--- src/dma_probe_pkg.sv ---
package dma_probe_pkg;

  // ======================================================================
  // Peripheral register map
  // ======================================================================

  // Byte base of the register block
  localparam logic [14:0] BASE_ADDR = 15'h0250;

  // Address bits covered by the block decoder
  localparam int DEC_WD = 2;

  // Number of byte registers in the block
  localparam int NREG = 1 << DEC_WD;

  // Byte offsets inside the block
  localparam logic [DEC_WD-1:0] CNTRL1 = 2'd0;
  localparam logic [DEC_WD-1:0] CNTRL2 = 2'd1;
  localparam logic [DEC_WD-1:0] CNTRL3 = 2'd2;
  localparam logic [DEC_WD-1:0] CNTRL4 = 2'd3;

  // CNTRL1 bit positions
  // Start is a write-only strobe
  localparam int CTL_START = 0;
  // Transfer direction, 1 means write to memory
  localparam int CTL_DIR = 1;
  // Trace keeps shifting while idle
  localparam int CTL_TRACE = 2;

  // ======================================================================
  // Data memory and trace
  // ======================================================================

  // Word address width of the data memory
  localparam int DMEM_AW = 8;

  // Word count of the data memory
  localparam int DMEM_DEPTH = 1 << DMEM_AW;

  // Grant history length
  localparam int TRACE_W = 16;

endpackage
--- src/dma_probe_trace.sv ---
`timescale 1ns/1ps

module dma_probe_trace (
  input  logic                               mclk,
  input  logic                               puc_rst,
  // Shift enable
  input  logic                               run,
  // Grant of the current cycle
  input  logic                               dma_ready,
  output logic [dma_probe_pkg::TRACE_W-1:0]  trace
);

  // Newest grant in bit 0
  always_ff @(posedge mclk or posedge puc_rst) begin
    if (puc_rst)
      trace <= '0;
    else if (run)
      trace <= {trace[dma_probe_pkg::TRACE_W-2:0], dma_ready};
  end

endmodule

--- config.mk ---
export PLATFORM = sky130hd
export DESIGN_NAME = dma_probe_trace
export DESIGN_NICKNAME = d
export VERILOG_FILES = /design/src/dma_probe_pkg.sv /design/src/dma_probe_trace.sv
export SDC_FILE = /design/constraint.sdc
export NUM_CORES = 1
export LEC_CHECK = 0
export ABC_AREA = 1
export BUFFER_PORTS_ARGS = -buffer_cell sky130_fd_sc_hd__clkbuf_2
export CAP_MARGIN = 20
export CORE_MARGIN = 2
export CORE_UTILIZATION = 36
export DETAILED_ROUTE_END_ITERATION = 8
export SLEW_MARGIN = 20
export SYNTH_ARGS = -nofsm -noshare
export SYNTH_HDL_FRONTEND = slang
export SYNTH_SLANG_ARGS = --single-unit
--- constraint.sdc ---
create_clock -name mclk -period 1.3 [get_ports mclk]
set_input_delay 0.26 -clock mclk [delete_from_list [all_inputs] [get_ports mclk]]
set_output_delay 0.26 -clock mclk [all_outputs]
set_load 0.02 [all_outputs]
* Word-level counts from Yosys, hierarchy flattened
Cells that the tools add are included.
Storage, ports and cells: output and inout bits 16, logic and storage cells 1, bits of input ports 4, bits in registers 16

* Longest topological paths before layout
depth after elaboration 0, gate-level depth with buffers 5

* Worst setup path before layout
No wires, ideal clock.
kind input -> register, start point in run, end point reg trace[5] in the netlist's numbering, required time 1.184 ns, arrival 0.637 ns, slack 0.547 ns, stages on the path 5, cells stage by stage buf_6 > inv_8 > buf_12 > nand2_2 > nand2_2
RTL lines:
- start: declaration | line dma_probe_trace.sv:7 | input logic run,
- end signal: assignment | line dma_probe_trace.sv:18 | trace <= {trace[dma_probe_pkg::TRACE_W-2:0], dma_ready};
- end: declaration | line dma_probe_trace.sv:10 | output logic [dma_probe_pkg::TRACE_W-1:0] trace

* Final worst setup path
start point reg trace[6] in the netlist's numbering, end point out trace[6] in the netlist's numbering
No word-level cell between the ends.

==> results.md <==
* Height of the chip at between 40 and 50 um
* Mapped cell area at 688.2 um^2
* CTS tree: done
* Final setup viols at 0
* Wirelength per Cell at ~9 um
* Final hold vios at 0
* CP Class: flop to primary output
* PnR Total Power at 1.246 mW
* Final HPWL from detailed placement at 758.8 um
* GR Overflow Total at 0
* #FFs+latches synth at 16
* Hold Crit Class: primary input to flop
* Initial antenna violation count at 0
* Register Area at 400.4 um^2
* Yosys warns at 0
* DRT Pass-1 Iters at 4
* Status: finished, final reports clean
* Inserted Diodes at 0
* Buf/Inv on CP at 1
* Mean area per synthesized cell at 9.973 um^2
* Critical Path Fanout Max at 3
* Max-Slew Margin vs Limit at 0.7390
* Biggest regs: trace (16)
* Layout fillers at 197
* CTS Buffer Depth at 2
* Crit path DAT at 0.88 ns
* Tmin final at 1.136 ns
* CP max-delay cell: dfrtp_1
* Fin nets at 96
* Max incr delay on CP at 0.41 ns
* IO buf count at 19
* Slew of the pin with the lowest slew margin at slightly below 0.4 ns
* Tot GR Track Use at 0.1158
* Worst VDD drop at 982.1 uV
* Register area share after synthesis at 0.5818
* Clock latency on the worst-skew pair at 0.28 ns
* Drt total wl at around 1100 um
* Sink Count at 16
* Synthesized net count at 73
* Max cap viols at 0
* Worst EP required at around 1.0 ns
* First-pass GRT wire length at around 1700 um
* H-tree depth at 1
* DR iter-0 viols at 6
* Fin crit share at 0.8737
* Lkg Pwr at approximately 0.47 nW
* Root Buffer: clkbuf_4
* Routed via count at 464
* Clock buffer count from CTS at 3
* GP Congestion at 0.6961
* Crit end category: primary output
* Final Max Tran Viols at 0
* Crit path max-delay family: flip-flops
* Largest net degree at the start of global routing at 18
* Pwr per Cell Area at 1508 mW/mm^2
* Mapped Cells at 69
* CP Cell Sequence: clkbuf_2
* Clock skew at 0.001109 ns
* Layout cells sized above 1 at 0.4945
* Critical Path Start Type: flop
* Clk slew on worst S/H paths at roughly 0.090 ns
* Footprint of the multi-input gates at 230.2 um^2
* Rows at 15
* Fmax at just under 900 MHz
* Vias in the first global route at 378
* Die W at ~48 um
* Initial Utilization at 0.3901
* Layout area overhead at 20.00%
* Area of the core at 0.001764 mm^2
* Top-level I/O count at 20
* Die area at 0.002277 mm^2
* DR DRC count at 0
* Synth cell types at 7
* Register bank with the most flops: trace
* RSZ-0062 raised after global routing: false
* Setup TNS at 0 ns
* Post-route ant nets at 0
* Vias/cell at approximately 4.0
* Post-CTS Resized at 0
* Max reg flops at 16
cells in the final DEF (no fill, tap or decap), drive strengths merged:
| cell type | instances |
|---|---|
| nand2 | 48 |
| buf | 1 |
| inv | 2 |
| dlygate4sd3 | 1 |
| dfrtp | 16 |
| clkbuf | 23 |
worst register-to-register path, stage by stage, from the launching register on:
cell and delay, ns:
dfrtp_1 0.42, nand2_1 0.10, nand2_2 0.06
final cells by class:
type / instances / share of cell area
inverters: 2 / 0.01818
multi-input cells: 48 / 0.2788
flip-flops and latches: 16 / 0.4848
repair buffers: 21 / 0.1364
clock buffers: 4 / 0.04394
well taps: 25 / 0.03788
power by group:
group	internal, mW	leakage (nW)	switching, mW
Combinational	0.102	0.240	0.192
Clock	0.170	0.0210	0.145
Sequential	0.572	0.211	0.0651
Total	0.843	0.472	0.402
kinds of logic (layout without fill, tap and decap cells):
group,Yosys count,in the layout,share of synthesized area
buffers and inverters,5,27,0.08363
flip-flops,16,16,0.5818
AND/OR/NAND/NOR,48,48,0.3345
routing by layer:
metal  vias to the layer above  track usage  routed length [um]
met5                         -            0                   0
met4                         0      0.03243                  11
met3                         2      0.06792                  74
met2                        14       0.1387                 413
met1                       194       0.1730                 552
li1                        254            -                   -
synthesized netlist by cell type:
library cell  number  area [um^2]
nand2_2           20        125.1
buf_6              2        22.52
buf_12             1        20.02
inv_1              1        3.750
nand2_1           28        105.1
inv_8              1        11.26
dfrtp_1           16        400.4
timing repair:
action / in CTS / in global routing
setup buffers: 0 / 0
hold endpoints to repair: 16 / 0
hold buffers: 1 / 0
metrics by stage:
| step | util | instances | worst slack [ns] | area, um^2 | hold slack (ns) |
|---|---|---|---|---|---|
| 5_1_grt | 0.4681 | 116 | 0.1055 | 825.8 | 0.1828 |
| 6_report | 0.4681 | 116 | 0.1642 | 825.8 | 0.1813 |
| 2_1_floorplan | - | 69 | 0.5470 | 688.2 | 0.1737 |
| 4_1_cts | 0.4681 | 116 | 0.1525 | 825.8 | 0.1733 |
| 3_5_place_dp | 0.4418 | 111 | 0.3280 | 779.5 | 0.2574 |
| 3_3_place_gp | 0.4418 | 111 | 0.3463 | 779.5 | 0.2539 |
path summary, 6_finish.rpt:
path	slack, ns	cells past startpoint	from	endpoint
min in group asynchronous	0.50	4	puc_rst	trace[11]
min	0.18	3	dma_ready	trace[0]
min reg2reg	0.50	2	trace[15]	trace[15]
max reg2reg	0.62	2	trace[6]	trace[7]
max in group asynchronous	0.63	4	puc_rst	trace[9]
max	0.16	1	trace[6]	trace[6]
(Power assumes the default switching activity.)
