File: src/dma_probe_pkg.sv
package dma_probe_pkg;

  // ======================================================================
  // Peripheral register map
  // ======================================================================

  // Byte base of the register block
  localparam logic [14:0] BASE_ADDR = 15'h0250;

  // Address bits covered by the block decoder
  localparam int DEC_WD = 2;

  // Number of byte registers in the block
  localparam int NREG = 1 << DEC_WD;

  // Byte offsets inside the block
  localparam logic [DEC_WD-1:0] CNTRL1 = 2'd0;
  localparam logic [DEC_WD-1:0] CNTRL2 = 2'd1;
  localparam logic [DEC_WD-1:0] CNTRL3 = 2'd2;
  localparam logic [DEC_WD-1:0] CNTRL4 = 2'd3;

  // CNTRL1 bit positions
  // Start is a write-only strobe
  localparam int CTL_START = 0;
  // Transfer direction, 1 means write to memory
  localparam int CTL_DIR = 1;
  // Trace keeps shifting while idle
  localparam int CTL_TRACE = 2;

  // ======================================================================
  // Data memory and trace
  // ======================================================================

  // Word address width of the data memory
  localparam int DMEM_AW = 8;

  // Word count of the data memory
  localparam int DMEM_DEPTH = 1 << DMEM_AW;

  // Grant history length
  localparam int TRACE_W = 16;

endpackage
File: src/dmem_arbiter.sv
`timescale 1ns/1ps

module dmem_arbiter (
  input  logic                               mclk,
  input  logic                               puc_rst,
  // CPU port
  input  logic                               cpu_en,
  input  logic [dma_probe_pkg::DMEM_AW-1:0]  cpu_addr,
  input  logic [1:0]                         cpu_we,
  input  logic [15:0]                        cpu_din,
  // DMA port
  input  logic                               dma_en,
  input  logic [dma_probe_pkg::DMEM_AW-1:0]  dma_addr,
  input  logic [1:0]                         dma_we,
  input  logic [15:0]                        dma_din,
  output logic                               dma_ready,
  // Memory port
  output logic                               mem_en,
  output logic [dma_probe_pkg::DMEM_AW-1:0]  mem_addr,
  output logic [1:0]                         mem_we,
  output logic [15:0]                        mem_din,
  // DMA owned the last memory read
  output logic                               mem_rd_owner
);

  // DMA wins this cycle
  logic dma_win;
  // Memory read this cycle
  logic mem_read;

  // ======================================================================
  // Fixed priority grant
  // ======================================================================

  // CPU always first
  assign dma_win   = dma_en & ~cpu_en;
  assign dma_ready = dma_win;

  // ======================================================================
  // Memory port mux
  // ======================================================================

  always_comb begin
    mem_en = cpu_en | dma_en;
    if (cpu_en) begin
      mem_addr = cpu_addr;
      mem_we   = cpu_we;
      mem_din  = cpu_din;
    end else begin
      mem_addr = dma_addr;
      mem_we   = dma_we;
      mem_din  = dma_din;
    end
  end

  assign mem_read = mem_en & ~|mem_we;

  // ======================================================================
  // Read owner
  // ======================================================================

  // Tags the registered memory output in the next cycle
  always_ff @(posedge mclk or posedge puc_rst) begin
    if (puc_rst)
      mem_rd_owner <= 1'b0;
    else if (mem_read)
      mem_rd_owner <= dma_win;
  end

endmodule

File: config.mk
export PLATFORM = sky130hd
export DESIGN_NAME = dmem_arbiter
export DESIGN_NICKNAME = d
export VERILOG_FILES = /design/src/dma_probe_pkg.sv /design/src/dmem_arbiter.sv
export SDC_FILE = /design/constraint.sdc
export NUM_CORES = 1
export LEC_CHECK = 0
export ABC_CLOCK_PERIOD_IN_PS = 3100
export BUFFER_PORTS_ARGS = -buffer_cell sky130_fd_sc_hd__clkbuf_2
export CAP_MARGIN = 5
export CORE_MARGIN = 2
export CORE_UTILIZATION = 26
export CTS_CLUSTER_SIZE = 16
export DETAILED_ROUTE_END_ITERATION = 7
export GPL_TIMING_DRIVEN = 1
export PLACE_DENSITY = 0.85
export SETUP_SLACK_MARGIN = 0.5
export SYNTH_ARGS = -nofsm -noshare
export SYNTH_HDL_FRONTEND = slang
export SYNTH_SLANG_ARGS = --single-unit
File: constraint.sdc
create_clock -name mclk -period 3.1 [get_ports mclk]
set_clock_uncertainty 0.2 [all_clocks]
set_input_delay 0.62 -clock mclk [delete_from_list [all_inputs] [get_ports mclk]]
set_output_delay 0.62 -clock mclk [all_outputs]
set_load 0.01 [all_outputs]
[Word level (Yosys, flattened, before mapping)]
Cells that the tools add are included.
Storage, ports and cells
  bits in registers: 1
  latch bits: 0
  bits in writable memories: 0
  bits in read-only memories: 0
  input port bits: 56
  output and inout bits: 29
  logic and storage cells: 10
  memories kept: 0
Cells by class
  add/sub/neg operators: 0
  $mul: 0
  div/mod/pow operators: 0
  order comparisons: 0
  eq/ne operators: 0
  shift operators: 0
  muxes and demuxes: 3
  bitwise logic cells: 4
  reductions and logical operators: 2
Operator list (count)
  $mux W16: 1
  $mux W8: 1
  $and A1 B1 Y1: 2
  $mux W2: 1
  $reduce_or A2 Y1: 1
  $logic_not A1 Y1: 1
  $not A1 Y1: 1
  $or A1 B1 Y1: 1

[Longest topological paths before layout]
  depth in word-level cells: 4
  gate-level depth with buffers: 3
  mapped depth without buffers: 2

[Worst setup path after synthesis]
No wires, ideal clock.
  path kind: input to output
  start point: in cpu_en
  end point: out mem_din[10]
  arrival: 1.206 ns
  required time: 2.280 ns
  slack: 1.074 ns
  cell stages on the path: 3
  buffers on the path: 2
  cells stage by stage: buf_6 -> buf_6 -> mux2_4
Between the ends
  longest elaborated chain between the ends: 1
RTL lines
  start, declared: line dmem_arbiter.sv:7  | input logic cpu_en,
  $mux W16: line dmem_arbiter.sv:45  | if (cpu_en) begin
  end, declared: line dmem_arbiter.sv:21  | output logic [15:0] mem_din,
Every way passes these cells.

[Worst setup path in the final report]
  start point: in cpu_en
  end point: out mem_din[3]
Same word-level chain as after synthesis.

==> flow_summary_export.csv <==
group,metric,value,unit
layout,largest_register_ffs,1,
route,wl_per_cell,10.7,um
timing,fin_ws,0.599,ns
grt,grt_start_max_net_pins,31,
layout,antenna_cells,0,
route,drtPass1Iterations,1,
layout,nets,175,
floorplan,initial_core_util,27.8,%
floorplan,io_pins,85,
timing,finalMaxSlewViolations,0,
layout,synthToLayoutAreaGrowth,97.9,%
synth,synth_commonest_cells,"mux2_2 (18), mux2_4 (8), buf_6 (2)",
route,antenna_left,0,
synth,synth_seq_cells,1,
synth,synth.most_common_cell,"mux2_2",
synth,ys.flop_type,"dfrtp_1",
placement,finalWeightedCongestion,0.709,
worst_setup_path,worstSetupStartpointType,"input port",
status,status,"finished clean",
route,drc,0,
synth,synth_nets,92,
grt,first_global_vias,613,
worst_setup_path,crit_fanout,30,
worst_setup_path,crit_path_end_kind,"primary output",
timing,slew_headroom,56.2,%
grt,antenna_found_initial,0,
synth,synth_edf_count,0,
synth,synthArstFlopShare,100,%
synth,synth_area_leaders,"mux2_2 (48%), mux2_4 (29%), dfrtp_1 (6.0%)",
timing,hold_violations,0,
worst_setup_path,worst_ep_required_time,2.28,ns
route,drt-vias-per-instance,4.48,
timing,fin_tns_setup,0,ns
route,vias,596,
timing,period_needed,2.50,ns
synth,synthDistinctLibCells,11,
synth,yosysWarnings,0,
grt,grt_overflow,0,
power_and_ir_drop,pwr_density_cell,169,mW/mm2
clock_tree,cts_setup_buffers,0,
grt,grt_first_pass_wirelength,2.23,mm
synth,synth_top_area_share,48.4,%
timing,rsz0062_at_grt,"false",
floorplan,dieWidth,44.2,um
power_and_ir_drop,ir_worst_vdd,0.110,mV
clock_tree,clkTransAtPathRegs,0,ns
route,wirelength,1.42,mm
power_and_ir_drop,p_leak,0.519,nW
synth,synth_seq_area_share,5.97,%
timing,period_share,80.7,%
layout,drive_gt1_share,94.0,%
floorplan,fp-row-count,14,
grt,grt_use_total,14.2,%
synth,synth_area_leader_cell,"mux2_2",
floorplan,dieArea,0.00195,mm2
layout,num-fill-cells,146,
min_path,min_path_type,"in -> async",
synth,syn_inst,36,
timing,setup_viol_count_final,0,
worst_setup_path,path_class,"in -> out",
flow_run,drv_cap,0,
timing,max_freq,400,MHz
placement,dpl.hpwl,1.34,mm
route,initialDrtViolationCount,0,
timing,worst_slew_pin_slew,0.656,ns
clock_tree,clock_latency,0,ns
floorplan,fp.coreArea,0.00151,mm2
placement,post-place-ws,0.544,ns
placement,numPortBuffers,84,
worst_setup_path,crit_arrival,1.68,ns
synth,synth_area,419,um2
layout,regMostFlops,"mem_rd_owner",
floorplan,fp.dieH,44.2,um
synth,avgSynthCellArea,11.6,um2
layout,reg_top3,"mem_rd_owner: 1 flops",
placed cells by master, fill, tap and decap left out:
master,instances
dfrtp_1,1
or2_1,1
clkbuf_2,83
a21o_1,1
mux2_4,8
or3b_1,1
mux2_2,18
nor4b_1,1
inv_1,1
nor2b_1,1
buf_2,1
cells by family (layout without fill, tap and decap cells):
family,count (synthesis),after routing,synth area share [%]
buffers and inverters,4,85,8.06
AOI/OAI and AO/OA,1,1,1.79
DFF,1,1,5.97
muxes,26,26,77.0
and+or+nand+nor,4,4,7.17
layout make-up:
| type | instances | area, um2 | area share (%) |
|---|---|---|---|
| inverters | 1 | 3.75 | 0.452 |
| multi-input cells | 31 | 360 | 43.4 |
| repair buffers | 84 | 420 | 50.7 |
| well taps | 16 | 20.0 | 2.41 |
| flip-flops and latches | 1 | 25.0 | 3.02 |
where the power goes:
group | total, W | switching, W | leakage, nW | internal, W
registers | 0.0000162 | 0.000000851 | 0.0125 | 0.0000154
clock network | 0 | 0 | 0 | 0
logic | 0.000124 | 0.0000497 | 0.506 | 0.0000746
per-layer routing:
layer / global-route usage, % / vias up / routed length [um]
li1: - / 298 / -
met1: 15.4 / 251 / 478
met2: 30.6 / 47 / 772
met3: 1.22 / 0 / 168
met4: 0 / 0 / 0
met5: 0 / - / 0
path summary, 6_finish.rpt:
path                            depth (start not counted)                        to  slack, ns                startpoint
worst max-delay path                                    3                mem_din[3]       0.60                    cpu_en
worst min-delay path                                    2  mem_rd_owner$_DFFE_PP0P_       0.24                   puc_rst
worst max register to register                          1  mem_rd_owner$_DFFE_PP0P_       2.28  mem_rd_owner$_DFFE_PP0P_
worst min register to register                          1  mem_rd_owner$_DFFE_PP0P_       0.26  mem_rd_owner$_DFFE_PP0P_
max in group asynchronous                               2  mem_rd_owner$_DFFE_PP0P_       2.37                   puc_rst
min in group mclk                                       1  mem_rd_owner$_DFFE_PP0P_       0.26  mem_rd_owner$_DFFE_PP0P_
through the flow:
step / total power, W / std cells / hold slack (ns) / utilization, % / area (um2)
floorplan: 0.0000815 / 36 / 0.149 / - / 419
global placement: 0.000140 / 133 / 0.234 / 55.1 / 830
detailed placement: 0.000142 / 133 / 0.236 / 55.1 / 830
CTS: 0.000143 / 133 / 0.236 / 55.1 / 830
global route: 0.000152 / 133 / 0.248 / 55.1 / 830
finish: 0.000140 / 133 / 0.235 / 55.1 / 830
worst max-delay path, stage by stage:
cell      delay, ns
buf_2          0.52
mux2_2         0.41
clkbuf_2       0.13
timing repair:
item                       in CTS  in global routing
gates resized for setup         0                  1
setup endpoints to repair       0                 17
hold buffers                    0                  0
Power figures use the tool's default switching activity.
