### src/dma_probe_pkg.sv
package dma_probe_pkg;

  // ======================================================================
  // Peripheral register map
  // ======================================================================

  // Byte base of the register block
  localparam logic [14:0] BASE_ADDR = 15'h0250;

  // Address bits covered by the block decoder
  localparam int DEC_WD = 2;

  // Number of byte registers in the block
  localparam int NREG = 1 << DEC_WD;

  // Byte offsets inside the block
  localparam logic [DEC_WD-1:0] CNTRL1 = 2'd0;
  localparam logic [DEC_WD-1:0] CNTRL2 = 2'd1;
  localparam logic [DEC_WD-1:0] CNTRL3 = 2'd2;
  localparam logic [DEC_WD-1:0] CNTRL4 = 2'd3;

  // CNTRL1 bit positions
  // Start is a write-only strobe
  localparam int CTL_START = 0;
  // Transfer direction, 1 means write to memory
  localparam int CTL_DIR = 1;
  // Trace keeps shifting while idle
  localparam int CTL_TRACE = 2;

  // ======================================================================
  // Data memory and trace
  // ======================================================================

  // Word address width of the data memory
  localparam int DMEM_AW = 8;

  // Word count of the data memory
  localparam int DMEM_DEPTH = 1 << DMEM_AW;

  // Grant history length
  localparam int TRACE_W = 16;

endpackage
### src/dma_probe_regs.sv
`timescale 1ns/1ps

module dma_probe_regs (
  input  logic                               mclk,
  input  logic                               puc_rst,
  // Peripheral bus
  input  logic [13:0]                        per_addr,
  input  logic [15:0]                        per_din,
  input  logic                               per_en,
  input  logic [1:0]                         per_we,
  output logic [15:0]                        per_dout,
  // Configuration levels to the DMA master and trace
  output logic                               cfg_dir,
  output logic                               cfg_trace_run,
  output logic [dma_probe_pkg::DMEM_AW-1:0]  cfg_addr,
  output logic [7:0]                         cfg_data,
  output logic [7:0]                         cfg_count,
  output logic                               start
);

  // ======================================================================
  // Address decoder
  // ======================================================================

  // Block hit on the word address
  logic                              reg_sel;
  // Word inside the block
  logic [dma_probe_pkg::DEC_WD-2:0]  word_idx;
  // Block read with no lane written
  logic                              reg_read;

  // Per-byte strobes and lane data
  logic [dma_probe_pkg::NREG-1:0]    byte_wr;
  logic [dma_probe_pkg::NREG-1:0]    byte_rd;
  logic [7:0]                        byte_nxt [dma_probe_pkg::NREG];

  // Control bytes
  logic [7:0]                        cntrl [dma_probe_pkg::NREG];

  // Word address against the byte base from bit 1 up
  assign reg_sel  = per_en &
                    (per_addr[13:dma_probe_pkg::DEC_WD-1] ==
                     dma_probe_pkg::BASE_ADDR[14:dma_probe_pkg::DEC_WD]);
  assign word_idx = per_addr[dma_probe_pkg::DEC_WD-2:0];
  assign reg_read = reg_sel & ~|per_we;

  // ======================================================================
  // Control byte registers
  // ======================================================================

  for (genvar i = 0; i < dma_probe_pkg::NREG; i++) begin : g_byte
    // Word match for this byte
    logic word_hit;

    assign word_hit    = (word_idx == (dma_probe_pkg::DEC_WD-1)'(i >> 1));
    // Even offsets on the low lane
    assign byte_nxt[i] = per_din[8*(i%2) +: 8];
    assign byte_wr[i]  = reg_sel & word_hit & per_we[i%2];
    assign byte_rd[i]  = reg_read & word_hit;

    always_ff @(posedge mclk or posedge puc_rst) begin
      if (puc_rst) begin
        cntrl[i] <= 8'h00;
      end else if (byte_wr[i]) begin
        // Start strobe never lands in CNTRL1
        if (i == int'(dma_probe_pkg::CNTRL1))
          cntrl[i] <= byte_nxt[i] & ~(8'h01 << dma_probe_pkg::CTL_START);
        else
          cntrl[i] <= byte_nxt[i];
      end
    end
  end

  // One-cycle start pulse after the CNTRL1 write
  always_ff @(posedge mclk or posedge puc_rst) begin
    if (puc_rst) begin
      start <= 1'b0;
    end else begin
      start <= byte_wr[dma_probe_pkg::CNTRL1] &
               byte_nxt[dma_probe_pkg::CNTRL1][dma_probe_pkg::CTL_START];
    end
  end

  // Config levels
  assign cfg_dir       = cntrl[dma_probe_pkg::CNTRL1][dma_probe_pkg::CTL_DIR];
  assign cfg_trace_run = cntrl[dma_probe_pkg::CNTRL1][dma_probe_pkg::CTL_TRACE];
  assign cfg_addr      = cntrl[dma_probe_pkg::CNTRL2];
  assign cfg_data      = cntrl[dma_probe_pkg::CNTRL3];
  assign cfg_count     = cntrl[dma_probe_pkg::CNTRL4];

  // ======================================================================
  // Read data
  // ======================================================================

  // Masked bytes ORed onto their lanes
  // Zero when the block is not selected
  always_comb begin
    per_dout = 16'h0000;
    for (int i = 0; i < dma_probe_pkg::NREG; i++) begin
      if (byte_rd[i])
        per_dout[8*(i%2) +: 8] = per_dout[8*(i%2) +: 8] | cntrl[i];
    end
  end

endmodule

### config.mk
export PLATFORM = sky130hd
export DESIGN_NAME = dma_probe_regs
export DESIGN_NICKNAME = d
export VERILOG_FILES = /design/src/dma_probe_pkg.sv /design/src/dma_probe_regs.sv
export SDC_FILE = /design/constraint.sdc
export NUM_CORES = 1
export LEC_CHECK = 0
export BUFFER_PORTS_ARGS = -buffer_cell sky130_fd_sc_hd__buf_2
export CORE_MARGIN = 1.5
export CORE_UTILIZATION = 40
export DETAILED_ROUTE_END_ITERATION = 10
export HOLD_SLACK_MARGIN = 0.15
export PLACE_DENSITY = 0.72
export SLEW_MARGIN = 5
export SYNTH_ARGS = -nofsm -noshare
export SYNTH_HDL_FRONTEND = slang
export SYNTH_SLANG_ARGS = --single-unit
### constraint.sdc
create_clock -name mclk -period 1.3 [get_ports mclk]
set_input_delay 0.065 -clock mclk [delete_from_list [all_inputs] [get_ports mclk]]
set_output_delay 0.065 -clock mclk [all_outputs]
set_load 0.005 [all_outputs]
**After elaboration in Yosys (flattened, before gate mapping)**

Cells that the tools add are included.

- Bits in latches: 0
- Register bits: 32
- Memory bits (read-only): 0
- Memories: 0
- Input bits: 35
- RAM bits: 0

- Muxes and demuxes: 4
- $lt $le $gt $ge: 0
- $add $sub $neg: 0
- Reduce and logical (&&, ||, !) cells: 2
- Shifts and indexed selects: 0
- Divide/modulo/power cells: 0
- Multiply operators: 0
- Equality and inequality tests: 1
- Bitwise logic cells: 14

Operators by type and width:

| operator | number |
|---|---|
| $mux 8 | 4 |
| $or 8x8->8 | 2 |
| $eq 13x8->1 const B | 1 |
| $and 1x1->1 | 11 |
| $reduce_or 2->1 | 1 |
| $logic_not 1->1 | 1 |
| $not 1->1 | 1 |

**Logic depth before layout (Yosys ltp)**

- Depth in word-level cells: 7
- Gate-level depth with buffers: 4
- Mapped depth without buffers: 3

**Least setup slack after synthesis**

Ideal clock, no wire load.

- Path type: input port to flip-flop
- Start point: input per_addr[2]
- End point: register cntrl (netlist bit cfg_addr[0])
- Setup slack: -2 ps
- Path buffers: 1
- Stages: 4
- Data required time: 1175 ps
- Library setup time: 125 ps
- Arrival: 1178 ps
- Path through: nor4b_4 > and4_2 > buf_6 > mux2_2

- Word-level cells in the longest chain between the ends: 4

RTL lines:

| element | line | source |
|---|---|---|
| start: declaration | dma_probe_regs.sv:7 | `input logic [13:0] per_addr,` |
| $eq 13x8->1 | dma_probe_regs.sv:42 | `(per_addr[13:dma_probe_pkg::DEC_WD-1] ==` |
| $and 1x1->1 | dma_probe_regs.sv:41 | `assign reg_sel = per_en &` |
| $and 1x1->1 (2 in series) | dma_probe_regs.sv:58 | `assign byte_wr[i] = reg_sel & word_hit & per_we[i%2];` |
| end signal: indexed assignment | dma_probe_regs.sv:67 | `cntrl[i] <= byte_nxt[i] & ~(8'h01 << dma_probe_pkg::CTL_START);` |
| end signal: indexed assignment | dma_probe_regs.sv:69 | `cntrl[i] <= byte_nxt[i];` |
| end: declaration | dma_probe_regs.sv:38 | `logic [7:0] cntrl [dma_probe_pkg::NREG];` |

Every way passes these cells.
A chain may end at the register's enable or synchronous reset.

**Worst setup path in the final report**

- Start point: input per_addr[2]
- End point: output per_dout[11]

- Word-level cells in the longest chain between the ends: 7
- Elaborated cells on any way between the ends: 8

RTL lines:

| element | line | source |
|---|---|---|
| $eq 13x8->1 * | dma_probe_regs.sv:42 |  |
| $and 1x1->1 * | dma_probe_regs.sv:41 |  |
| $and 1x1->1 * | dma_probe_regs.sv:45 | `assign reg_read = reg_sel & ~\|per_we;` |
| $and 1x1->1 | dma_probe_regs.sv:59 | `assign byte_rd[i] = reg_read & word_hit;` |
| $mux 8 | dma_probe_regs.sv:100 | `if (byte_rd[i])` |
| $or 8x8->8 | dma_probe_regs.sv:101 | `per_dout[8*(i%2) +: 8] = per_dout[8*(i%2) +: 8] \| cntrl[i];` |
| $mux 8 * | dma_probe_regs.sv:100 |  |
| end: declaration | dma_probe_regs.sv:11 | `output logic [15:0] per_dout,` |

Every way passes the cells marked *; elsewhere a longest branch is shown, timed or not.

==> impl_metrics.py <==
metrics = {
    "drt": {
        "first_iter_violations": 60,
        "vias_per_cell": 4.96,
        "routed_wirelength_um": 4160,
        "remaining_number_of_nets_flagged_by_the_antenna_check_after_routing": 0,
        "via_total_after_detailed_routing": 1409,
        "post-route-drc-count": 0,
        "drt-pass1-iter-count": 4,
        "avgRoutedWirePerCell_um": 14.7,
    },
    "placed_design": {
        "placed_cells": 256,
        "buffer_ports.inserted": 77,
        "dp_hpwl_um": 2920,
        "detailedPlace.worstSlack_ns": -0.210,
        "place.gp.congestion": 0.737,
    },
    "critical_path": {
        "crit_start": "per_addr[2]",
        "timing_worst_setup_path_type": "in -> out",
        "cp.arrival_ns": 1.17,
        "end_point_of_the_critical_path": "per_dout[11]",
        "worst_path_most_repeated_cell": "sky130_fd_sc_hd__buf_2",
        "crit_path_start_kind": "input pin",
        "r2r_setup_slack_ns": 0.52,
        "critical_path.reg2reg.endpoint": "cfg_count[2]",
        "critical_path_s_slowest_cell": "sky130_fd_sc_hd__nor4b_4",
        "critical_path_required_ns": 1.24,
        "critPathMaxFanout": 6,
        "reg2reg_from": "cfg_count[2]",
        "reg2reg_depth": 1,
        "critPathMaxStageDelay_ns": 0.30,
        "critical_path.cell_chain": "buf_2 > nor4b_4 > buf_4 > nand2_4 > buf_6 > nor3_2 > buf_2",
        "setup.worst_path.end_class": "primary output",
    },
    "layout": {
        "area_growth_syn_to_layout_pct": 39.7,
        "mostFrequentLayoutCell": "sky130_fd_sc_hd__buf_2",
        "layout_common_cells": "77 x sky130_fd_sc_hd__buf_2, 32 x sky130_fd_sc_hd__dfrtp_1, 31 x sky130_fd_sc_hd__mux2_2, 17 x sky130_fd_sc_hd__dlygate4sd3_1, 15 x sky130_fd_sc_hd__mux2i_1",
        "layout.cells.non_filler": 284,
        "diodes": 0,
        "drive_gt1_share_pct": 66.8,
        "final_net_count": 266,
    },
    "floorplanning": {
        "io_pins": 78,
        "initial_core_util_pct": 41.3,
        "std_cell_rows": 24,
        "fp.dieW_um": 70.1,
        "full_die_area_um2": 4910,
        "core_um2": 4350,
        "dieHeight_um": 70.1,
    },
    "clock_tree": {
        "clockRootBuffer": "sky130_fd_sc_hd__clkbuf_8",
        "clkLatencyLatePin_ns": 0.27,
        "cts.path.max_buffers": 2,
        "clock-sinks": 32,
        "cts_buffers": 5,
        "cts.clk_slew.worst_paths_ns": 0.06,
        "tritoncts": "yes",
        "ctsHtreeMaxLevel": 2,
    },
    "logic_synthesis": {
        "synth.top_cell.area_share_pct": 44.5,
        "syn-cell-area_um2": 1800,
        "synth_area_per_cell_um2": 12.6,
        "synth_seq_cells": 32,
        "synth.yosys.seq_area_share_pct": 44.5,
        "synthCells": 143,
        "synth_top_cell_by_area": "sky130_fd_sc_hd__dfrtp_1",
        "yosys_warnings": 0,
        "synthTopCellsByArea": "sky130_fd_sc_hd__dfrtp_1 45%, sky130_fd_sc_hd__mux2_2 19%, sky130_fd_sc_hd__buf_4 10%, sky130_fd_sc_hd__mux2i_1 8.3%, sky130_fd_sc_hd__nor3_1 4.2%",
        "synth_cell_type_count": 20,
        "mappedNetlistNets": 178,
    },
    "hold_path": {
        "worstHoldPathType": "in -> reg",
    },
    "timing": {
        "period_minus_slack_ns": 1.23,
        "timing_worst_slew_pin_value_ns": 0.402,
        "hold_slack_ns": 0.182,
        "grt_setup_unrepaired": "yes",
        "report.final.slew_viol_count": 0,
        "timing.clock.skew_ns": 0,
        "finalSetupViolCount": 0,
        "max_slew_margin_pct": 73.2,
        "setup_ws_ns": 0.0657,
        "fin_crit_sh_pct": 94.9,
        "achievable_freq_mhz": 810,
        "hold_viol_final": 0,
    },
    "global_routing": {
        "pin_count_of_the_biggest_net_entering_global_routing": 33,
        "first_global_vias": 1391,
        "grt_util_all_layers_pct": 17.1,
        "grt_first_pass_wirelength_um": 6610,
        "grt_remaining_overflow": 0,
        "antenna_found_initial": 0,
    },
    "power_and_ir_drop": {
        "power.switching_fraction_pct": 21.2,
        "switching_power_uw": 413,
        "vdd_ir_drop_max_mv": 0.630,
        "powerDensity_nw_per_um2": 776,
        "pwr-share-clk_pct": 38.7,
        "cellInternalPower_uw": 1540,
        "cellLeakagePower_uw": 0.00138,
        "comb_power_share_pct": 10.1,
        "power.share.sequential_pct": 51.2,
    },
    "run_status": {
        "run_status": "finished, final reports clean",
    },
    "job": {
        "max_cap_viols": 0,
    },
}
==> worst min-delay path by stage <==
stage | start | end | slack [ns] | cells after the start
after floorplan | puc_rst | cfg_addr[0] | 0.18 | 1
after global placement | puc_rst | cntrl[27] | 0.16 | 3
after detailed placement | puc_rst | cfg_trace_run | 0.17 | 3
after CTS | per_we[0] | start | 0.18 | 4
after global routing | per_we[0] | start | 0.20 | 4
final | per_we[0] | start | 0.18 | 4
==> metal layers <==
layer / routed length, um / global-route usage [%] / vias up
met5: 0 / 0 / -
met4: 97 / 7.48 / 0
met2: 2020 / 27.3 / 46
li1: - / - / 670
met3: 255 / 5.19 / 10
met1: 1790 / 21.5 / 683
==> cell usage after synthesis <==
library cell and n:
sky130_fd_sc_hd__mux2_2 31, sky130_fd_sc_hd__nand4b_1 1, sky130_fd_sc_hd__nor3_1 15, sky130_fd_sc_hd__nand4_1 1, sky130_fd_sc_hd__and4bb_2 2, sky130_fd_sc_hd__nand4_2 2, sky130_fd_sc_hd__nor4b_4 2, sky130_fd_sc_hd__inv_1 1
sky130_fd_sc_hd__nor4bb_1 1, sky130_fd_sc_hd__buf_6 2, sky130_fd_sc_hd__buf_4 25, sky130_fd_sc_hd__nand3_2 1, sky130_fd_sc_hd__nor4b_1 1, sky130_fd_sc_hd__nor2_1 4, sky130_fd_sc_hd__nor4b_2 1, sky130_fd_sc_hd__nand2_1 1
sky130_fd_sc_hd__mux2i_1 15, sky130_fd_sc_hd__buf_2 3, sky130_fd_sc_hd__and4_2 2, sky130_fd_sc_hd__dfrtp_1 32
==> sequential cells by signal, summed over array words and instances, names as in the netlist <==
register,flops
cfg_count,8
cfg_trace_run,1
start,1
cntrl,5
cfg_data,8
cfg_dir,1
cfg_addr,8
==> power by group through the flow <==
stage | combinational [uW] | clock (uW) | sequential, uW
finish | 197 | 755 | 997
floorplan | 58.6 | 0 | 1020
CTS | 194 | 772 | 997
global route | 214 | 830 | 996
detailed placement | 150 | 0 | 1020
global placement | 148 | 0 | 1020
==> what timing repair did <==
item,4_1_cts,5_1_grt
pin swaps,2,3
hold endpoints to repair,64,0
hold buffers,17,0
resized for setup,2,20
buffers inserted,3,0
endpoints found under the setup margin,15,17
gates cloned,0,0
==> area by class of cell <==
class,instances,area [um2]
Timing Repair Buffer,111,694
Tap cell,52,65.1
Clock buffer,8,90.1
Fill cell,350,1840
Multi-Input combinational cell,80,860
Sequential cell,32,801
Inverter,1,3.75
==> per-stage QoR <==
stage | util, % | setup TNS (ns) | area, um2 | power [uW]
finish | 57.7 | 0 | 2510 | 1950
global route | 57.7 | -0.0853 | 2510 | 2040
CTS | 55.6 | 0 | 2420 | 1960
detailed placement | 48.9 | -6.40 | 2130 | 1170
global placement | 48.9 | -6.09 | 2130 | 1160
floorplan | - | -0.0378 | 1800 | 1070
==> worst max-delay path: cells and delay by family <==
| kind | cells | cell delay [ns] |
|---|---|---|
| AND/OR/NAND/NOR | 3 | 0.53 |
| buffers and inverters | 4 | 0.57 |
==> logic make-up after synthesis <==
kind of cell	count (synthesis)	synth area share, %
and+or+nand+nor	34	15.0
muxes	46	27.7
buffers and inverters	31	12.7
DFF	32	44.5
No activity file was read; power rests on OpenSTA's default activity.
