$ cat config.mk
export PLATFORM = sky130hd
export DESIGN_NAME = dma_probe_master
export DESIGN_NICKNAME = d
export VERILOG_FILES = /design/src/dma_probe_pkg.sv /design/src/dma_probe_master.sv
export SDC_FILE = /design/constraint.sdc
export NUM_CORES = 1
export LEC_CHECK = 0
export BUFFER_PORTS_ARGS = -buffer_cell sky130_fd_sc_hd__buf_2
export CAP_MARGIN = 20
export CORE_MARGIN = 1.5
export CORE_UTILIZATION = 50
export CTS_CLUSTER_SIZE = 14
export DETAILED_ROUTE_END_ITERATION = 12
export PLACE_DENSITY = 0.85
export SYNTH_ARGS = -nofsm -noshare
export SYNTH_HDL_FRONTEND = slang
export SYNTH_SLANG_ARGS = --single-unit
export TNS_END_PERCENT = 5
$ cat constraint.sdc
create_clock -name mclk -period 5.1 [get_ports mclk]
set_input_delay 1.02 -clock mclk [delete_from_list [all_inputs] [get_ports mclk]]
set_output_delay 1.02 -clock mclk [all_outputs]
set_load 0.01 [all_outputs]
$ cat src/dma_probe_pkg.sv
package dma_probe_pkg;

  // ======================================================================
  // Peripheral register map
  // ======================================================================

  // Byte base of the register block
  localparam logic [14:0] BASE_ADDR = 15'h0250;

  // Address bits covered by the block decoder
  localparam int DEC_WD = 2;

  // Number of byte registers in the block
  localparam int NREG = 1 << DEC_WD;

  // Byte offsets inside the block
  localparam logic [DEC_WD-1:0] CNTRL1 = 2'd0;
  localparam logic [DEC_WD-1:0] CNTRL2 = 2'd1;
  localparam logic [DEC_WD-1:0] CNTRL3 = 2'd2;
  localparam logic [DEC_WD-1:0] CNTRL4 = 2'd3;

  // CNTRL1 bit positions
  // Start is a write-only strobe
  localparam int CTL_START = 0;
  // Transfer direction, 1 means write to memory
  localparam int CTL_DIR = 1;
  // Trace keeps shifting while idle
  localparam int CTL_TRACE = 2;

  // ======================================================================
  // Data memory and trace
  // ======================================================================

  // Word address width of the data memory
  localparam int DMEM_AW = 8;

  // Word count of the data memory
  localparam int DMEM_DEPTH = 1 << DMEM_AW;

  // Grant history length
  localparam int TRACE_W = 16;

endpackage
$ cat src/dma_probe_master.sv
`timescale 1ns/1ps

module dma_probe_master (
  input  logic                               mclk,
  input  logic                               puc_rst,
  // Burst setup
  input  logic                               start,
  input  logic                               cfg_dir,
  input  logic [dma_probe_pkg::DMEM_AW-1:0]  cfg_addr,
  input  logic [7:0]                         cfg_data,
  input  logic [7:0]                         cfg_count,
  // Grant and cancel
  input  logic                               dma_ready,
  input  logic                               dma_tfx_cancel,
  // Registered memory word
  input  logic [15:0]                        dma_rdata_word,
  // Memory request
  output logic                               dma_en,
  output logic [dma_probe_pkg::DMEM_AW-1:0]  dma_addr,
  output logic [1:0]                         dma_we,
  output logic [15:0]                        dma_din,
  // Status and read data
  output logic                               dma_busy,
  output logic [7:0]                         dma_rdata
);

  // Granted transfer this cycle
  logic        xfer;
  // Final byte of the burst
  logic        last_byte;
  // Bytes still to move
  logic [7:0]  remain;
  // Granted read waiting for memory data
  logic        rd_pend;
  // Write byte latched at start
  logic [7:0]  wr_byte;

  assign xfer      = dma_en & dma_ready;
  assign last_byte = (remain == 8'd1);

  // Writes only touch the low lane
  assign dma_din   = {8'h00, wr_byte};

  // ======================================================================
  // Burst control
  // ======================================================================

  always_ff @(posedge mclk or posedge puc_rst) begin
    if (puc_rst) begin
      dma_en   <= 1'b0;
      dma_busy <= 1'b0;
      dma_we   <= 2'b00;
      dma_addr <= '0;
      remain   <= 8'd0;
    end else if (dma_en) begin
      // Cancel or last grant ends the burst
      if (dma_tfx_cancel || (xfer && last_byte)) begin
        dma_en   <= 1'b0;
        dma_busy <= 1'b0;
        dma_we   <= 2'b00;
      end
      // Advance only when granted
      // Request held while stalled
      if (xfer) begin
        dma_addr <= dma_addr + (dma_probe_pkg::DMEM_AW)'(1);
        remain   <= remain - 8'd1;
      end
    end else if (start && (cfg_count != 8'd0)) begin
      // Zero count never raises a request
      dma_en   <= 1'b1;
      dma_busy <= 1'b1;
      dma_we   <= {1'b0, cfg_dir};
      dma_addr <= cfg_addr;
      remain   <= cfg_count;
    end
  end

  // Write byte for the whole burst
  always_ff @(posedge mclk) begin
    if (start && !dma_en)
      wr_byte <= cfg_data;
  end

  // ======================================================================
  // Read capture
  // ======================================================================

  // Flag a granted read for the next cycle
  always_ff @(posedge mclk or posedge puc_rst) begin
    if (puc_rst)
      rd_pend <= 1'b0;
    else
      rd_pend <= xfer & ~|dma_we;
  end

  // Low byte of the word
  always_ff @(posedge mclk) begin
    if (rd_pend)
      dma_rdata <= dma_rdata_word[7:0];
  end

endmodule

== After elaboration in Yosys (flattened, before gate mapping) ==
Cells that the tools add are included.

* Flip-flop bits (word level): 37
* Output and inout port bits: 36
* Word-level logic and storage cells: 41

* $add $sub $neg: 2
* Equal/unequal tests: 3
* Mux-type cells: 15
* Bitwise operators: 2
* Reduce and logical (&&, ||, !) cells: 11

{| class="wikitable"
|+ Operators by type and width
! cell !! count
|-
| 8-bit 2-to-1 mux || 6
|-
| 8-bit by 1-bit adder with 8-bit output (second input constant) || 1
|-
| 8-bit by 1-bit == test with 1-bit output (second input constant) || 1
|-
| 8-bit nonzero test || 1
|-
| 8-bit by 1-bit subtractor with 8-bit output (second input constant) || 1
|-
| 1-bit 2-to-1 mux || 6
|-
| 2-bit 2-to-1 mux || 3
|-
| 2-bit by 1-bit inequality test with 1-bit output (second input constant) || 2
|-
| 2-bit AND reduction || 2
|-
| 1-bit logical AND || 3
|-
| 1-bit AND || 2
|-
| 1-bit zero test || 2
|-
| 2-bit nonzero test || 1
|-
| 2-bit OR reduction || 1
|-
| 1-bit logical OR || 1
|}

== Depth between registers and ports, before layout ==
Gate-level depths: netlist (run 1).

* Word-level depth: 5
* Mapped depth: 6

== Worst setup path before layout (run 1) ==
Ideal clock, no wire load.

* Path kind: input-to-reg
* Start point: input start
* End point: register dma_addr[5] (netlist name)
* Arrival: 2,276 ps
* Setup slack: 2,698 ps
* Stages: 5
* Buffers on the path: 1
* Cell sequence: nor2b_1 -> o21ai_1 -> and2_1 -> buf_4 -> a221o_1

* Longest elaborated chain between the ends: 3

{| class="wikitable"
|+ Ends and longest elaborated chain
! what !! line !! text
|-
| start, declared || dma_probe_master.sv:7 || <nowiki>input logic start,</nowiki>
|-
| 1-bit logical AND || dma_probe_master.sv:68 || <nowiki>end else if (start && (cfg_count != 8'd0)) begin</nowiki>
|-
| 2-bit nonzero test (no source line) || -- ||
|-
| 2-bit AND reduction (no source line) || -- ||
|-
| end signal, assigned || dma_probe_master.sv:65 || <nowiki>dma_addr <= dma_addr + (dma_probe_pkg::DMEM_AW)'(1);</nowiki>
|-
| end signal, assigned || dma_probe_master.sv:73 || <nowiki>dma_addr <= cfg_addr;</nowiki>
|-
| end, declared || dma_probe_master.sv:19 || <nowiki>output logic [dma_probe_pkg::DMEM_AW-1:0] dma_addr,</nowiki>
|}

No other way between the ends.
A chain may end at the register's enable or synchronous reset.

== Worst setup path after layout (run 1) ==
* Start point: register dma_en
* End point: register dma_addr[5] (netlist name)

* Longest elaborated chain between the ends: 3
* Elaborated cells on any way between the ends: 5

{| class="wikitable"
|+ Ends and longest elaborated chain
! what !! line !! text
|-
| start, declared || dma_probe_master.sv:18 || <nowiki>output logic dma_en,</nowiki>
|-
| start signal, assigned || dma_probe_master.sv:50 || <nowiki>dma_en <= 1'b0;</nowiki>
|-
| start signal, assigned || dma_probe_master.sv:58 || <nowiki>dma_en <= 1'b0;</nowiki>
|-
| start signal, assigned || dma_probe_master.sv:70 || <nowiki>dma_en <= 1'b1;</nowiki>
|-
| 1-bit AND || dma_probe_master.sv:38 || <nowiki>assign xfer = dma_en & dma_ready;</nowiki>
|-
| 2-bit by 1-bit inequality test with 1-bit output (no source line) || -- ||
|-
| 2-bit AND reduction (no source line) || -- ||
|}

Parallel ways exist; a longest one is shown, timed or not.

==> impl_metrics.ini, run 1 <==
[sta]
hold_violations = 0
finalCriticalPeriod_ns = 2.68
hold_ws_ns = 0.472
worst_pin_slew_ns = 0.920
fmax_mhz = 373
maxSlewHeadroom_pct = 38.7
fin_skew_ns = 0.00926
grt_setup_unrepaired = false
maxSlewViolCount = 0
fin_setup_tns_ns = 0
final.period_utilization_pct = 52.6
setup_viol_count_final = 0

[yosys]
yosysTopAreaCellShare_pct = 28.5
synth.area.top_cells = dfrtp_1 29%, edfxtp_1 27%, o22a_1 5.5%, buf_4 4.7%, a31oi_1 3.6%
async_flop_share_pct = 55.6
ys.flop_type = dfrtp_1
synth_compound_gate_area_share_pct = 18.4
syn_inst = 158
synth_common_cells = 20 x dfrtp_1, 16 x edfxtp_1, 14 x nor2_1
yosys.area.top_type = dfrtp_1
yosysSeqAreaShare_pct = 55.9
synth_area_um2 = 1760
avgSynthCellArea_um2 = 11.1
synthSimpleGateAreaFrac_pct = 11.0
ys_ff_latch = 36
yosysUniqueCellTypes = 37
yosysWarnings = 0
synth_top_family_by_area = compound AO/OA/AOI/OAI gates
muxShareOfSynthArea_pct = 3.49
synth_most_common_cell = dfrtp_1
synth_fa_ha_area_share_pct = 2.14
synth_xor_area_share_pct = 0
synth_edf_count = 16

[clocking]
clock_path_buffers = 2
clkSlewWorstSetupHoldPaths_ns = 0.10
postCtsHoldBufs = 0
cts_tree = built
cts.sinks = 36
cts_buffers = 5
clk_latency_ns = 0.33
cts_resized = 0
h-tree-depth = 2
cts-root-buf = clkbuf_4
cts_setup_buffers = 0

[floorplanning]
die_area_um2 = 3880
initial_core_util_pct = 52.2
fp.dieH_um = 62.3
core_um2 = 3360
die_x_um = 62.3
num_rows = 21
io_pins = 82

[drt]
avgRoutedWirePerCell_um = 13.4
vias = 1455
drt-met1-wl_mm = 1.61
highest_layer = met4
drc = 0
wl_mm = 3.59
ant_nets = 0
met3_length_um = 299
dr.pass1.iters = 4
drt-initial-drc-count = 47
met2WireLength_mm = 1.63
avgViaCountPerCell = 5.45

[setup_path]
start_kind = flop
cp_slowest_cell = dfrtp_1
reg2reg_to = dma_addr[5]
arrival_ns = 2.91
rr_worst_depth = 5
cp.required_ns = 5.33
crit_fanout = 30
timing.rr.start = dma_en
r2r_slack_ns = 2.42
cp-end-kind = flop
critical_path.startpoint = dma_en
critPathMaxStageDelay_ns = 0.73
critical_path.cell_chain = nor2b_1, o21ai_1, buf_4, and2_1, a221o_1
crit_type = flop to flop

[power]
leakage_nw = 0.968
totalPowerFinal_w = 0.000856
peakVddDrop_v = 0.000226
power_density_nw_per_um2 = 407

[global_routing]
grt_pass1_vias = 1296
grt_first_pass_wirelength_mm = 6.04
grt_max_degree = 31
grt_use_total_pct = 19.9
grt_overflow = 0
antenna_found_initial = 0

[final_layout]
post-route-util_pct = 62.5
antenna_cells = 0
area_growth_pct = 19.7
fill_cells = 312
final_nets = 269
drive_above_1_share_pct = 32.1

[min_path]
hp-start = dma_we[0]
holdPathStages = 1
min_to = rd_pend
hold_path_class = flop to flop

[place]
dp_hpwl_mm = 2.59
globalplace.congestion = 0.850
port_buffers = 64

[job]
cap_violations = 0

[outcome]
status = finished clean
[cells in the final DEF, fill, tap and decap left out, drive strengths merged, types with 4 or more instances in the layout]
cell	instances
dfrtp	20
mux2i	5
conb	9
nor2	14
a21oi	7
nand2	4
o22a	11
clkbuf	6
o21ai	6
edfxtp	16
a2bb2oi	5
buf	65
nand3	4
a31oi	10
inv	10
[worst max-delay path, delay by kind of cell (launching register included)]
family	cells	cell delay, ns
AOI/OAI and AO/OA	2	0.56
buffers and inverters	1	0.25
DFF	1	0.73
and+or+nand+nor	2	1.04
[metal layers]
metal  up-vias  track usage (%)
li1        696                -
met5         -                0
met3         6             5.80
met1       680             28.0
met2        73             30.2
met4         0             5.83
[report_power, final]
group | switching (W) | internal [W]
sequential | 0.0000807 | 0.000372
combinational | 0.000137 | 0.000131
clock | 0.0000848 | 0.0000510
total | 0.000302 | 0.000553
[registers in the layout, indices dropped and copies added, names as in the netlist]
name / count
rd_pend: 1
remain: 8
dma_en: 1
dma_busy: 1
dma_addr: 8
wr_byte: 8
dma_rdata: 8
dma_we: 1
[metrics by stage]
stage	setup WS [ns]	std cells	cell area (µm²)
final	2.42	267	2100
after global routing	2.17	267	2100
after CTS	2.41	267	2100
after detailed placement	2.13	259	2050
after global placement	2.15	259	2050
after floorplan	2.70	166	1790
[final cells by class]
type / count / area (µm²) / area share, %
flip-flops and latches: 36 / 981 / 46.7
multi-input cells: 102 / 648 / 30.9
repair buffers: 65 / 328 / 15.6
well taps: 46 / 57.6 / 2.74
clock buffers: 6 / 41.3 / 1.97
inverters: 10 / 37.5 / 1.79
clock inverters: 2 / 7.51 / 0.357
[worst max path at each step]
stage | cells past startpoint | end
final | 5 | dma_addr[5]
after global routing | 5 | dma_addr[5]
after global placement | 6 | remain[0]
after detailed placement | 6 | remain[0]
after CTS | 5 | dma_addr[5]
after floorplan | 5 | dma_addr[5]
[cells by family after synthesis]
logic type,Yosys count
other,1
and+or+nand+nor,38
muxes,6
adders and majority gates,3
buffers and inverters,28
AOI/OAI and AO/OA,46
DFF,36
Power figures use the tool's default switching activity.
==> run 2: changes to the inputs <==
--- a/config.mk
+++ b/config.mk
@@ -8,10 +8,10 @@
 export BUFFER_PORTS_ARGS = -buffer_cell sky130_fd_sc_hd__buf_2
 export CAP_MARGIN = 20
 export CORE_MARGIN = 1.5
-export CORE_UTILIZATION = 50
+export CORE_UTILIZATION = 42
 export CTS_CLUSTER_SIZE = 14
 export DETAILED_ROUTE_END_ITERATION = 12
-export PLACE_DENSITY = 0.85
+export PLACE_DENSITY = 0.76
 export SYNTH_ARGS = -nofsm -noshare
 export SYNTH_HDL_FRONTEND = slang
 export SYNTH_SLANG_ARGS = --single-unit
==> constraint.sdc (replaced) <==
create_clock -name mclk -period 2.2 [get_ports mclk]
set_input_delay 0.44 -clock mclk [delete_from_list [all_inputs] [get_ports mclk]]
set_output_delay 0.44 -clock mclk [all_outputs]
set_load 0.01 [all_outputs]
==> impl_metrics.ini, run 2 (synthesis gave the netlist of run 1 again) <==
[outcome]
status = finished clean

[power]
p_sw_w = 0.000734
comb_power_share_pct = 29.0
p_clk_share_pct = 25.2
power_density_nw_per_um2 = 1020
totalPowerFinal_w = 0.00225
intPower_w = 0.00152
leakage_nw = 1.02
peakVddDrop_v = 0.000356
switching_share_pct = 32.6
seqPwrFrac_pct = 45.8

[floorplanning]
io_pins = 82
fp.dieH_um = 67.7
die_area_um2 = 4580
die_x_um = 67.7
core_um2 = 4000
initial_core_util_pct = 43.9
num_rows = 23

[drt]
wl_mm = 3.98
vias = 1469
avgRoutedWirePerCell_um = 14.4
avgViaCountPerCell = 5.30
ant_nets = 0
drc = 0
dr.pass1.iters = 4
drt-initial-drc-count = 95

[setup_path]
arrival_ns = 1.88
crit_type = input pin to flop
timing.rr.start = remain[0]
start_kind = input pin
crit_fanout = 15
cp-end-kind = flop
cp.required_ns = 2.41
critical_path.startpoint = cfg_count[6]

[sta]
setup_viol_count_final = 0
fmax_mhz = 598
worst_pin_slew_ns = 0.767
final.period_utilization_pct = 76.0
fin_skew_ns = 0.00432
maxSlewHeadroom_pct = 48.8
hold_ws_ns = 0.286
grt_setup_unrepaired = false
layout_setup_ws_ns = 0.529
maxSlewViolCount = 0
hold_violations = 0
finalCriticalPeriod_ns = 1.67
fin_setup_tns_ns = 0

[final_layout]
design_area_um2 = 2210
area_growth_pct = 25.9
final_nets = 275
final_common_cell = buf_2
layout_common_cells = 64 x buf_2, 20 x dfrtp_1, 16 x edfxtp_1, 14 x nor2_1, 11 x o22a_1
drive_above_1_share_pct = 34.8
antenna_cells = 0

[place]
port_buffers = 64
globalplace.congestion = 0.756
dp_slack_ns = 0.219
placed_cell_area_um2 = 2100
dp_hpwl_mm = 2.93

[clocking]
cts.sinks = 36
clk_latency_ns = 0.29
clock_path_buffers = 2
cts_buffers = 5
cts_tree = built
cts_setup_buffers = 0
cts-root-buf = clkbuf_8
clkSlewWorstSetupHoldPaths_ns = 0.07
cts_resized = 0
postCtsHoldBufs = 0
h-tree-depth = 2

[global_routing]
grt_max_degree = 21
grt_use_total_pct = 18.2
grt_pass1_vias = 1291
grt_first_pass_wirelength_mm = 6.08
grt_overflow = 0
antenna_found_initial = 0

[job]
cap_violations = 0

[min_path]
hold_path_class = input pin to asynchronous set/reset pin
==> run 2: per-stage QoR <==
step	cells	utilization, %
global placement	269	52.5
floorplan	166	-
finish	277	55.2
global route	277	55.2
detailed placement	269	52.5
CTS	277	55.2
==> run 2: metal layers <==
layer	up-vias	GRT usage (%)	share of wire, %	wire length (µm)
met5	-	0	0	0
met1	688	22.9	42	1660
met3	7	5.67	9.9	395
met2	72	29.2	46	1840
met4	0	6.89	2.0	80
li1	702	-	-	-
==> run 2: layout make-up <==
cell class | count | area [µm²]
well taps | 50 | 62.6
flip-flops and latches | 36 | 981
repair buffers | 71 | 373
fillers | 353 | 1790
multi-input cells | 102 | 648
inverters | 10 | 37.5
clock inverters | 2 | 35.0
clock buffers | 6 | 72.6
==> run 2: power by group through the flow <==
stage          registers (W)  logic [W]  clock network [W]
5_1_grt              0.00106   0.000734           0.000606
2_1_floorplan        0.00105   0.000419                  0
3_5_place_dp         0.00104   0.000657                  0
6_report             0.00103   0.000655           0.000567
3_3_place_gp         0.00103   0.000641                  0
4_1_cts              0.00103   0.000661           0.000576
==> run 2: worst max-delay path, stage by stage <==
cell,delay (ns)
buf_2,0.10
or4_1,0.56
o21ai_1,0.22
and2_1,0.15
buf_4,0.21
mux2i_1,0.20
==> run 2: worst paths after layout <==
kind | to | slack [ns] | depth (start not counted)
worst max-delay path | dma_addr[0] | 0.53 | 6
worst min-delay path | remain[0] | 0.29 | 2
worst max register to register | remain[6] | 0.61 | 6
worst min register to register | rd_pend | 0.45 | 1
max in group asynchronous | remain[3] | 1.43 | 2
min in group mclk | wr_byte[3] | 0.32 | 1
